<file path="src/verilog/lsu_pkg.sv">
/* Load/store unit package
   Access size encoding, request, bus and load attribute types, depth constants */

`default_nettype none

package lsu_pkg;

  ////////////////////
  // Constants
  ////////////////////

  // Maximum number of bus transactions in flight
  localparam int LSU_DEPTH = 2;
  // Counter must also hold the value LSU_DEPTH itself
  localparam int LSU_CNT_W = $clog2(LSU_DEPTH + 1);

  ////////////////////
  // Types
  ////////////////////

  // Access size, encoded as in the funct3 low bits
  typedef enum logic [1:0] {
    LSU_BYTE = 2'b00,
    LSU_HALF = 2'b01,
    LSU_WORD = 2'b10
  } lsu_size_e;

  // Core request, held stable until accepted
  typedef struct packed {
    logic [31:0] op_a;
    logic [31:0] op_b;
    // Store data, still in register order
    logic [31:0] wdata;
    logic        we;
    lsu_size_e   size;
    logic        sext;
  } lsu_req_t;

  // Address phase of the data bus
  typedef struct packed {
    // Word aligned byte address
    logic [31:0] addr;
    logic        we;
    logic [3:0]  be;
    // Write data already rotated into byte lanes
    logic [31:0] wdata;
  } lsu_bus_req_t;

  // Per transaction info needed when the response returns
  typedef struct packed {
    lsu_size_e  size;
    logic       sext;
    logic       we;
    logic [1:0] offset;
    // Low only for the first part of a split access
    logic       last;
  } lsu_ld_attr_t;

endpackage

`default_nettype wire

</file>
<file path="src/verilog/lsu_outstanding_ctrl.sv">
/* Outstanding transaction control
   Counts bus transactions in flight, drives bus request, ready, busy and interruptible */

`default_nettype none
`timescale 1ns/1ns

module lsu_outstanding_ctrl (
  input  wire  clk,
  input  wire  rst_n,
  input  wire  req_valid_i,
  input  wire  split_i,
  input  wire  bus_gnt_i,
  input  wire  bus_rvalid_i,
  output logic bus_req_o,
  output logic update_o,
  output logic req_ready_o,
  output logic busy_o,
  output logic interruptible_o
);

  import lsu_pkg::*;

  logic [LSU_CNT_W-1:0] cnt_q;
  logic [LSU_CNT_W-1:0] cnt_d;
  // Request seen for at least one cycle without grant
  logic                 wait_q;

  ////////////////////
  // Handshakes
  ////////////////////

  // Responses come no earlier than a cycle after grant, so no rvalid path here
  assign bus_req_o = req_valid_i && (cnt_q < LSU_DEPTH);

  // End of one address phase
  assign update_o = bus_req_o && bus_gnt_i;

  // First half of a split keeps the core waiting
  assign req_ready_o = update_o && !split_i;

  ////////////////////
  // Counter
  ////////////////////

  always_comb begin
    case ({update_o, bus_rvalid_i})
      2'b10:   cnt_d = cnt_q + 1'b1;
      2'b01:   cnt_d = cnt_q - 1'b1;
      default: cnt_d = cnt_q;
    endcase
  end

  always_ff @(posedge clk, negedge rst_n) begin
    if (!rst_n) begin
      cnt_q <= '0;
    end else begin
      cnt_q <= cnt_d;
    end
  end

  // A request held ungranted can no longer be withdrawn
  always_ff @(posedge clk, negedge rst_n) begin
    if (!rst_n) begin
      wait_q <= 1'b0;
    end else if (update_o) begin
      wait_q <= 1'b0;
    end else if (bus_req_o) begin
      wait_q <= 1'b1;
    end
  end

  assign busy_o          = bus_req_o || (cnt_q != '0);
  assign interruptible_o = !wait_q && (cnt_q == '0);

  a_cnt_max : assert property (
    @(posedge clk) disable iff (!rst_n) cnt_q <= LSU_DEPTH
  );

  // Memory only answers granted transactions
  a_no_orphan_rvalid : assert property (
    @(posedge clk) disable iff (!rst_n) bus_rvalid_i |-> (cnt_q != '0)
  );

  a_req_stable : assert property (
    @(posedge clk) disable iff (!rst_n) bus_req_o && !bus_gnt_i |=> bus_req_o
  );

endmodule

`default_nettype wire

</file>
<file path="src/verilog/lsu_rdata_align.sv">
/* Read data aligner
   Queues load attributes per transaction, merges split reads, aligns and extends */

`default_nettype none
`timescale 1ns/1ns

module lsu_rdata_align (
  input  wire                   clk,
  input  wire                   rst_n,
  input  wire                   update_i,
  input  lsu_pkg::lsu_ld_attr_t attr_i,
  input  wire                   split_i,
  input  wire                   split_phase_i,
  input  wire                   bus_rvalid_i,
  input  wire  [31:0]           bus_rdata_i,
  output logic                  res_valid_o,
  output logic [31:0]           res_rdata_o
);

  import lsu_pkg::*;

  // Attribute queue, one entry per transaction in flight
  lsu_ld_attr_t attr_mem [LSU_DEPTH];
  logic         split_mem [LSU_DEPTH];
  // Depth two, so one bit pointers wrap by themselves
  logic         wr_ptr_q;
  logic         rd_ptr_q;

  lsu_ld_attr_t head;
  logic         head_split;
  // Raw first half of a split load, or the last result
  logic [31:0]  rdata_q;
  logic [63:0]  rdata_full;
  logic [63:0]  rdata_aligned;
  logic [31:0]  rdata_ext;

  always_ff @(posedge clk) begin
    if (update_i) begin
      attr_mem[wr_ptr_q]  <= attr_i;
      split_mem[wr_ptr_q] <= split_i || split_phase_i;
    end
  end

  // Push on grant, pop on response
  always_ff @(posedge clk, negedge rst_n) begin
    if (!rst_n) begin
      wr_ptr_q <= 1'b0;
      rd_ptr_q <= 1'b0;
    end else begin
      if (update_i) begin
        wr_ptr_q <= ~wr_ptr_q;
      end
      if (bus_rvalid_i) begin
        rd_ptr_q <= ~rd_ptr_q;
      end
    end
  end

  assign head       = attr_mem[rd_ptr_q];
  assign head_split = split_mem[rd_ptr_q];

  ////////////////////
  // Align and extend
  ////////////////////

  // Low word from the stored first half when split
  assign rdata_full    = head_split ? {bus_rdata_i, rdata_q} : {bus_rdata_i, bus_rdata_i};
  assign rdata_aligned = rdata_full >> (8 * head.offset);

  always_comb begin
    case (head.size)
      LSU_BYTE: rdata_ext = {{24{head.sext && rdata_aligned[7]}}, rdata_aligned[7:0]};
      LSU_HALF: rdata_ext = {{16{head.sext && rdata_aligned[15]}}, rdata_aligned[15:0]};
      default:  rdata_ext = rdata_aligned[31:0];
    endcase
  end

  // Stores leave the buffer untouched
  always_ff @(posedge clk) begin
    if (bus_rvalid_i && !head.we) begin
      if (head_split && !head.last) begin
        rdata_q <= bus_rdata_i;
      end else begin
        rdata_q <= rdata_ext;
      end
    end
  end

  // One result per access, on its last response
  assign res_valid_o = bus_rvalid_i && head.last;
  assign res_rdata_o = rdata_ext;

endmodule

`default_nettype wire

</file>
<file path="src/verilog/lsu_request_gen.sv">
/* Load/store request generator
   Address add, byte enables, write data rotation and split phase tracking */

`default_nettype none
`timescale 1ns/1ns

module lsu_request_gen (
  input  wire                   clk,
  input  wire                   rst_n,
  input  wire                   req_valid_i,
  input  lsu_pkg::lsu_req_t     req_i,
  input  wire                   update_i,
  output lsu_pkg::lsu_bus_req_t bus_pkt_o,
  output logic                  split_o,
  output logic                  split_phase_o,
  output lsu_pkg::lsu_ld_attr_t attr_o
);

  import lsu_pkg::*;

  logic [31:0] addr;
  logic [1:0]  offset;
  logic [3:0]  be;
  logic [31:0] wdata_rot;
  // Second address phase of a split access in progress
  logic        split_q;

  assign addr   = req_i.op_a + req_i.op_b;
  assign offset = addr[1:0];

  ////////////////////
  // Byte enables
  ////////////////////

  always_comb begin
    case (req_i.size)
      LSU_BYTE: begin
        // One lane selected by offset
        be = 4'b0001 << offset;
      end
      LSU_HALF: begin
        if (!split_q) begin
          case (offset)
            2'b00:   be = 4'b0011;
            2'b01:   be = 4'b0110;
            2'b10:   be = 4'b1100;
            default: be = 4'b1000;
          endcase
        end else begin
          // Upper byte of a halfword at offset 3
          be = 4'b0001;
        end
      end
      default: begin
        if (!split_q) begin
          case (offset)
            2'b00:   be = 4'b1111;
            2'b01:   be = 4'b1110;
            2'b10:   be = 4'b1100;
            default: be = 4'b1000;
          endcase
        end else begin
          // Remaining low lanes in the next word
          case (offset)
            2'b00:   be = 4'b0000;
            2'b01:   be = 4'b0001;
            2'b10:   be = 4'b0011;
            default: be = 4'b0111;
          endcase
        end
      end
    endcase
  end

  // Rotate left by the byte offset for both parts
  always_comb begin
    case (offset)
      2'b00:   wdata_rot = req_i.wdata;
      2'b01:   wdata_rot = {req_i.wdata[23:0], req_i.wdata[31:24]};
      2'b10:   wdata_rot = {req_i.wdata[15:0], req_i.wdata[31:16]};
      default: wdata_rot = {req_i.wdata[7:0], req_i.wdata[31:8]};
    endcase
  end

  // Misaligned word, or halfword crossing the word boundary
  always_comb begin
    split_o = 1'b0;
    if (req_valid_i && !split_q) begin
      if (req_i.size == LSU_WORD && offset != 2'b00) begin
        split_o = 1'b1;
      end else if (req_i.size == LSU_HALF && offset == 2'b11) begin
        split_o = 1'b1;
      end
    end
  end

  // Second part goes to the following word
  assign bus_pkt_o.addr  = split_q ? {addr[31:2], 2'b00} + 32'd4 : {addr[31:2], 2'b00};
  assign bus_pkt_o.we    = req_i.we;
  assign bus_pkt_o.be    = be;
  assign bus_pkt_o.wdata = wdata_rot;

  assign attr_o.size   = req_i.size;
  assign attr_o.sext   = req_i.sext;
  assign attr_o.we     = req_i.we;
  assign attr_o.offset = offset;
  assign attr_o.last   = !split_o;

  // Cleared when the core drops the request
  always_ff @(posedge clk, negedge rst_n) begin
    if (!rst_n) begin
      split_q <= 1'b0;
    end else if (!req_valid_i) begin
      split_q <= 1'b0;
    end else if (update_i) begin
      split_q <= split_o;
    end
  end

  assign split_phase_o = split_q;

  // Core holds the split request valid and unchanged through the second phase
  a_split_phase_held : assert property (
    @(posedge clk) disable iff (!rst_n) split_phase_o |-> req_valid_i && $stable(req_i)
  );

endmodule

`default_nettype wire

</file>
<file path="src/verilog/lsu_top.sv">
/* Load/store unit top level
   Request generator, outstanding control and read aligner between core and data bus */

`default_nettype none
`timescale 1ns/1ns

module lsu_top (
  input  wire                   clk,
  input  wire                   rst_n,
  // Core request
  input  wire                   req_valid_i,
  input  lsu_pkg::lsu_req_t     req_i,
  output logic                  req_ready_o,
  // Data bus address phase
  output logic                  bus_req_o,
  output lsu_pkg::lsu_bus_req_t bus_req_pkt_o,
  input  wire                   bus_gnt_i,
  // Data bus response phase
  input  wire                   bus_rvalid_i,
  input  wire  [31:0]           bus_rdata_i,
  // Write-back
  output logic                  res_valid_o,
  output logic [31:0]           res_rdata_o,
  // Status
  output logic                  busy_o,
  output logic                  interruptible_o
);

  import lsu_pkg::*;

  logic         update;
  logic         split;
  logic         split_phase;
  lsu_ld_attr_t attr;

  lsu_request_gen lsu_request_gen_i (
    .clk           (clk),
    .rst_n         (rst_n),
    .req_valid_i   (req_valid_i),
    .req_i         (req_i),
    .update_i      (update),
    .bus_pkt_o     (bus_req_pkt_o),
    .split_o       (split),
    .split_phase_o (split_phase),
    .attr_o        (attr)
  );

  lsu_outstanding_ctrl lsu_outstanding_ctrl_i (
    .clk             (clk),
    .rst_n           (rst_n),
    .req_valid_i     (req_valid_i),
    .split_i         (split),
    .bus_gnt_i       (bus_gnt_i),
    .bus_rvalid_i    (bus_rvalid_i),
    .bus_req_o       (bus_req_o),
    .update_o        (update),
    .req_ready_o     (req_ready_o),
    .busy_o          (busy_o),
    .interruptible_o (interruptible_o)
  );

  lsu_rdata_align lsu_rdata_align_i (
    .clk           (clk),
    .rst_n         (rst_n),
    .update_i      (update),
    .attr_i        (attr),
    .split_i       (split),
    .split_phase_i (split_phase),
    .bus_rvalid_i  (bus_rvalid_i),
    .bus_rdata_i   (bus_rdata_i),
    .res_valid_o   (res_valid_o),
    .res_rdata_o   (res_rdata_o)
  );

endmodule

`default_nettype wire
</file>
<file path="config.mk">
export PLATFORM = sky130hd
export DESIGN_NAME = lsu_top
export DESIGN_NICKNAME = d
export VERILOG_FILES = /design/src/verilog/lsu_pkg.sv /design/src/verilog/lsu_outstanding_ctrl.sv /design/src/verilog/lsu_rdata_align.sv /design/src/verilog/lsu_request_gen.sv /design/src/verilog/lsu_top.sv
export SDC_FILE = /design/constraint.sdc
export NUM_CORES = 1
export LEC_CHECK = 0
export BUFFER_PORTS_ARGS = -buffer_cell sky130_fd_sc_hd__buf_4
export CAP_MARGIN = 15
export CORE_MARGIN = 2
export CORE_UTILIZATION = 53
export DETAILED_ROUTE_END_ITERATION = 12
export PLACE_DENSITY = 0.8
export SKIP_LAST_GASP = 1
export SYNTH_ARGS = -nofsm -noshare
export SYNTH_HDL_FRONTEND = slang
export SYNTH_HIERARCHICAL = 1
export SYNTH_SLANG_ARGS = --single-unit
</file>
<file path="constraint.sdc">
create_clock -name clk -period 3.9 [get_ports clk]
set_input_delay 0.39 -clock clk [delete_from_list [all_inputs] [get_ports clk]]
set_output_delay 0.39 -clock clk [all_outputs]
set_load 0.02 [all_outputs]
</file>
# Word-level counts from Yosys, hierarchy flattened
# Memory sizes are Yosys's and may differ from the RTL's.
# Cells that the tools add are included.
# Widths: inputs -> output; s select.
# op_classes
addsub,4
mul,0
div,0
n_lt_le_gt_ge,1
eq_ne,9
shift,2
muxes,21
n_bitwise,2
reduce_logical,27
# ops
cell,n
$mux 32,3
$pmux 32 s3,1
$pmux 32 s2,1
$shr 64x5->32,1
$add 32x3->32 const B,1
$add 32x32->32,1
$pmux 3 s3,2
$logic_and 1x1->1,12
$pmux 4 s3,1
$mux 1,9
$eq 2x1->1 const B,4
$eq 2x2->1 const B,4
$logic_not 2->1,4
$mux 4,2
$pmux 4 s2,1
$reduce_bool 2->1,4
$logic_not 1->1,5
$pmux 2 s2,1
$shl 1x2->4 const A,1
$add 2x1->2 const B,1
$logic_or 1x1->1,2
$lt 2x2->1 const B,1
$ne 2x1->1 const B,1
$not 1->1,2
$sub 2x1->2 const B,1
# word_totals
ff_bits,38
latch_bits,0
mem_bits_rw,16
romBits,0
out_inout_bits,106
n_memories,2
# memory_table
memory,words,width,read_ports,rd_clocked_by_memory_dff,write_ports,line,rtl
lsu_rdata_align_i.attr_mem,2,7,1,0,1,lsu_rdata_align.sv:23,lsu_ld_attr_t attr_mem [LSU_DEPTH];
lsu_rdata_align_i.split_mem,2,1,1,0,1,lsu_rdata_align.sv:24,logic split_mem [LSU_DEPTH];

# Longest topological paths before layout
# depth
depth_word,8
depth_mapped,13

# Cells and area by module
# The synthesis kept the hierarchy.
# modules_own_cells
mod,instances,cells_per_inst,area_per_inst_um2,seq_area_each_um2
lsu_rdata_align,1,350,3701.0,1491.4
lsu_request_gen,1,473,3470.8,25.0
lsu_outstanding_ctrl,1,16,162.7,75.1

# Worst setup path after synthesis
# OpenSTA, ideal clock, no wires.
# synth_timing
path_type,input -> output
from,in req_i[45] (netlist name)
to,out bus_req_pkt_o[65] (netlist name)
arrival_time_ns,3.445
required_time_ns,3.510
slack_ns,0.065
path_stages,12
path_buffers,1
cell_sequence,ha_1 > buf_2 > a21oi_1 > o21ai_1 > a221o_1 > a211oi_1 > xnor2_1 > nand4_4 > nor4_4 > nor4b_2 > nand4_1 > xnor2_1
# synth_rtl
item,line,rtl
"start, declared",lsu_top.sv:12,"input lsu_pkg::lsu_req_t req_i,"
"end, declared",lsu_top.sv:16,"output lsu_pkg::lsu_bus_req_t bus_req_pkt_o,"

==> results.cfg <==
[status]
outcome = finished with violations
violations = design-rule violations, negative setup slack

[drt]
wl_mm = 23.0
ant_nets = 0
post_drt_wl_per_cell_um = 18.1
firstDrtPassIters = 13
viasPerCell = 6.16
drt_iter0_markers = 731
drc = 11
vias = 7844

[place]
gp_congestion = 0.961
numPortBuffers = 240
dp_hpwl_mm = 17.6
placed_cells = 1252

[global_route]
grt_pass1_vias = 7419
antenna_found_initial = 0
grt_overflow = 0
grt_pass1_wl_mm = 35.6
grt_use_total_pct = 29.5
grt_max_degree = 37

[yosys]
synth_area_per_cell_um2 = 8.74
syn_inst = 839
yosys-top-cells-area = edfxtp_1, mux2i_1, ha_1
synth_top_area_share_pct = 19.7
synthArstFlopShare_pct = 11.1
yosysTopAreaCell = edfxtp_1
synthFlopType = edfxtp_1
synth-seq-cells = 54
seq_area_frac_synth_pct = 21.7
synth-edff-count = 48
yosysWarnings = 6
netlist_area_um2 = 7330
yosysUniqueCellTypes = 81

[layout]
fillers = 991
antenna_cells = 0
drive_above_1_share_pct = 36.9
layout.nets = 1274
syn2layout_area_growth_pct = 36.2
fin_cells = 1274

[worst_setup_path]
critPathTopFamily = compound AO/OA/AOI/OAI gates
critical_path_class = input pin to output port
crit_fanout = 4
critPathMaxStageDelay_ns = 0.40
startpoint_type = input pin
worst-path-buf-inv = 3
cp.arrival_ns = 3.53
cp_cell_sequence = buf_4 > ha_1 > a21oi_1 > o21ai_1 > a221o_1 > a211oi_4 > o211ai_1 > xor2_1 > nand4b_1 > buf_4 > nor4b_4 > nand3_1 > xnor2_1 > buf_4
critPathSlowestCell = a221o_1
worstSetupEndpointType = output port
cpMostUsedCell = buf_4
worstPathRequired_ns = 3.51

[sta]
max_slew_margin_pct = 45.0
rsz0062_at_grt = yes
holdWs_ns = 0.281
fmax_mhz = 255
worst_pin_slew_ns = 0.819
setup_viol = 2
fin_skew_ns = 0.00775
hold_viol_final = 0
slew_viol_final = 0
min_period_over_period_pct = 101
fin_crit_ns = 3.92
worst_slack_ns = -0.0211

[floorplanning]
die_h_um = 122
core-area_um2 = 13400
rows = 42
initial_core_util_pct = 54.7
die_x_um = 122
io_pins = 243
die_area_um2 = 14800

[power_and_ir_drop]
p_leak_uw = 0.00447
power.share.switching_pct = 46.2
power.switching_uw = 2390
power_frac_clock_pct = 9.0
vdd.ir_drop.worst_uv = 251
p_seq_share_pct = 18.7
power_density_nw_per_um2 = 517
power_frac_comb_pct = 72.3
internal_power_uw = 2780

[cts]
cts.sinks = 54
cts_buffers = 5
path_clk_slew_ns = 0.07
clk_path_buf_depth = 2
cts_root_buf = clkbuf_16
clk_latency_ns = 0.30
cts_tree = built
htree_levels = 2

[run]
drv_cap = 0

[hold_path]
min_path_type = input pin to flip-flop
synthesized netlist by cell type, drive strengths merged (2+ instances only):
library cell and instances:
mux2i 93, nand2 74, nor2 64, a21oi 50, edfxtp 48, inv 43
ha 39, o21ai 38, nand3 37, buf 36, xnor2 33, a222oi 32
clkbuf 28, xor2 28, o211ai 20, a41oi 17, mux2 17, a211oi 12
and2 12, a31oi 10, nand4 10, nor3 10, mux4 9, a21o 6
dfrtp 6, nor2b 6, nor4 6, o21a 6, or2 5, nor4b 4
and4 3, nand3b 3, o211a 3, o21bai 3, or3 3, a311oi 2
nand2b 2, o2111ai 2
cell usage in the layout (no fill, tap or decap), types with 4 or more instances in the layout:
cell type / n
xor2_1: 24
xnor2_1: 32
nor2_1: 63
edfxtp_1: 48
a21o_1: 6
a21oi_1: 45
nand2_1: 72
inv_1: 42
mux4_2: 9
a222oi_1: 32
ha_1: 34
mux2i_1: 89
o21ai_0: 33
mux2_2: 15
o21a_1: 6
and2_1: 11
a21oi_2: 4
o211ai_1: 20
nor3_1: 9
buf_12: 4
buf_4: 306
a41oi_1: 17
clkbuf_16: 5
dfrtp_1: 6
a211oi_1: 9
nand3_1: 37
a31oi_1: 10
nor2b_1: 5
nand4_1: 9
worst paths after layout:
path | from | to | slack [ns] | cells past startpoint
max reg2reg | lsu_rdata_align_i/rd_ptr_q | lsu_rdata_align_i/rdata_q[26] | 0.81 | 6
min reg2reg | lsu_rdata_align_i/wr_ptr_q | lsu_rdata_align_i/wr_ptr_q | 0.49 | 1
max in group asynchronous | rst_n | lsu_outstanding_ctrl_i/cnt_q[1] | 3.30 | 2
max | req_i[45] | bus_req_pkt_o[64] | -0.02 | 14
min | req_i[0] | lsu_rdata_align_i/attr_mem[1][4] | 0.28 | 1
min in group asynchronous | rst_n | lsu_outstanding_ctrl_i/cnt_q[0] | 0.49 | 2
cells by family (layout without fill, tap and decap cells):
group	after synthesis	in the layout	synth area share [%]
xor+xnor	61	61	7.64
flops	54	54	21.7
simple gates	244	244	17.2
buf+inv	107	365	6.94
fa+ha+maj	40	40	6.93
mux	119	119	18.6
other cells	1	2	0.0511
compound gates	213	213	21.0
final cells by class:
| class | count | area [µm²] | share of cell area, % |
|---|---|---|---|
| Multi-Input combinational cell | 679 | 5440 | 54.5 |
| Timing Repair Buffer | 314 | 2420 | 24.2 |
| Sequential cell | 54 | 1590 | 15.9 |
| Tap cell | 176 | 220 | 2.20 |
| Inverter | 43 | 161 | 1.62 |
| Clock buffer | 5 | 125 | 1.25 |
| Clock inverter | 3 | 28.8 | 0.288 |
layer usage:
metal | global-route usage (%) | vias up | routed length [µm]
met3 | 4.59 | 60 | 1700
met1 | 37.3 | 3682 | 9400
met5 | 0 | - | 0
li1 | - | 3693 | -
met4 | 11.8 | 0 | 794
met2 | 50.5 | 409 | 11100
power by group through the flow:
| stage | combinational (µW) | sequential [µW] | clock (µW) |
|---|---|---|---|
| after floorplan | 2420 | 931 | 0 |
| after global placement | 3580 | 969 | 0 |
| after detailed placement | 3640 | 975 | 0 |
| after CTS | 3660 | 965 | 478 |
| after global routing | 4010 | 983 | 499 |
| final | 3730 | 965 | 467 |
through the flow:
step | util, % | area, µm² | setup TNS (ns) | total power, µW | setup WS [ns]
2_1_floorplan | - | 7340 | 0 | 3350 | 0.0650
3_3_place_gp | 71.0 | 9520 | 0 | 4550 | 0.0259
3_5_place_dp | 71.0 | 9520 | -0.581 | 4610 | -0.115
4_1_cts | 72.6 | 9720 | 0 | 5100 | 0.00155
5_1_grt | 74.6 | 9990 | -1.07 | 5490 | -0.176
6_report | 74.6 | 9990 | -0.0340 | 5160 | -0.0211
repair_timing:
item | CTS | global route
pin swaps | 6 | 26
resized for setup | 5 | 40
hold endpoints to repair | 6 | 0
hold buffers | 1 | 0
setup endpoints to repair | 8 | 9
setup buffers | 2 | 11
sequential cells by signal (all words and copies together), names as in the netlist:
register	flops
lsu_rdata_align_i/attr_mem	14
lsu_rdata_align_i/wr_ptr_q	1
lsu_request_gen_i/split_phase_o	1
lsu_outstanding_ctrl_i/cnt_q	2
lsu_rdata_align_i/rdata_q	32
lsu_rdata_align_i/split_mem	2
lsu_rdata_align_i/rd_ptr_q	1
lsu_outstanding_ctrl_i/wait_q	1
Note: power is estimated with default switching activity, not from simulation.
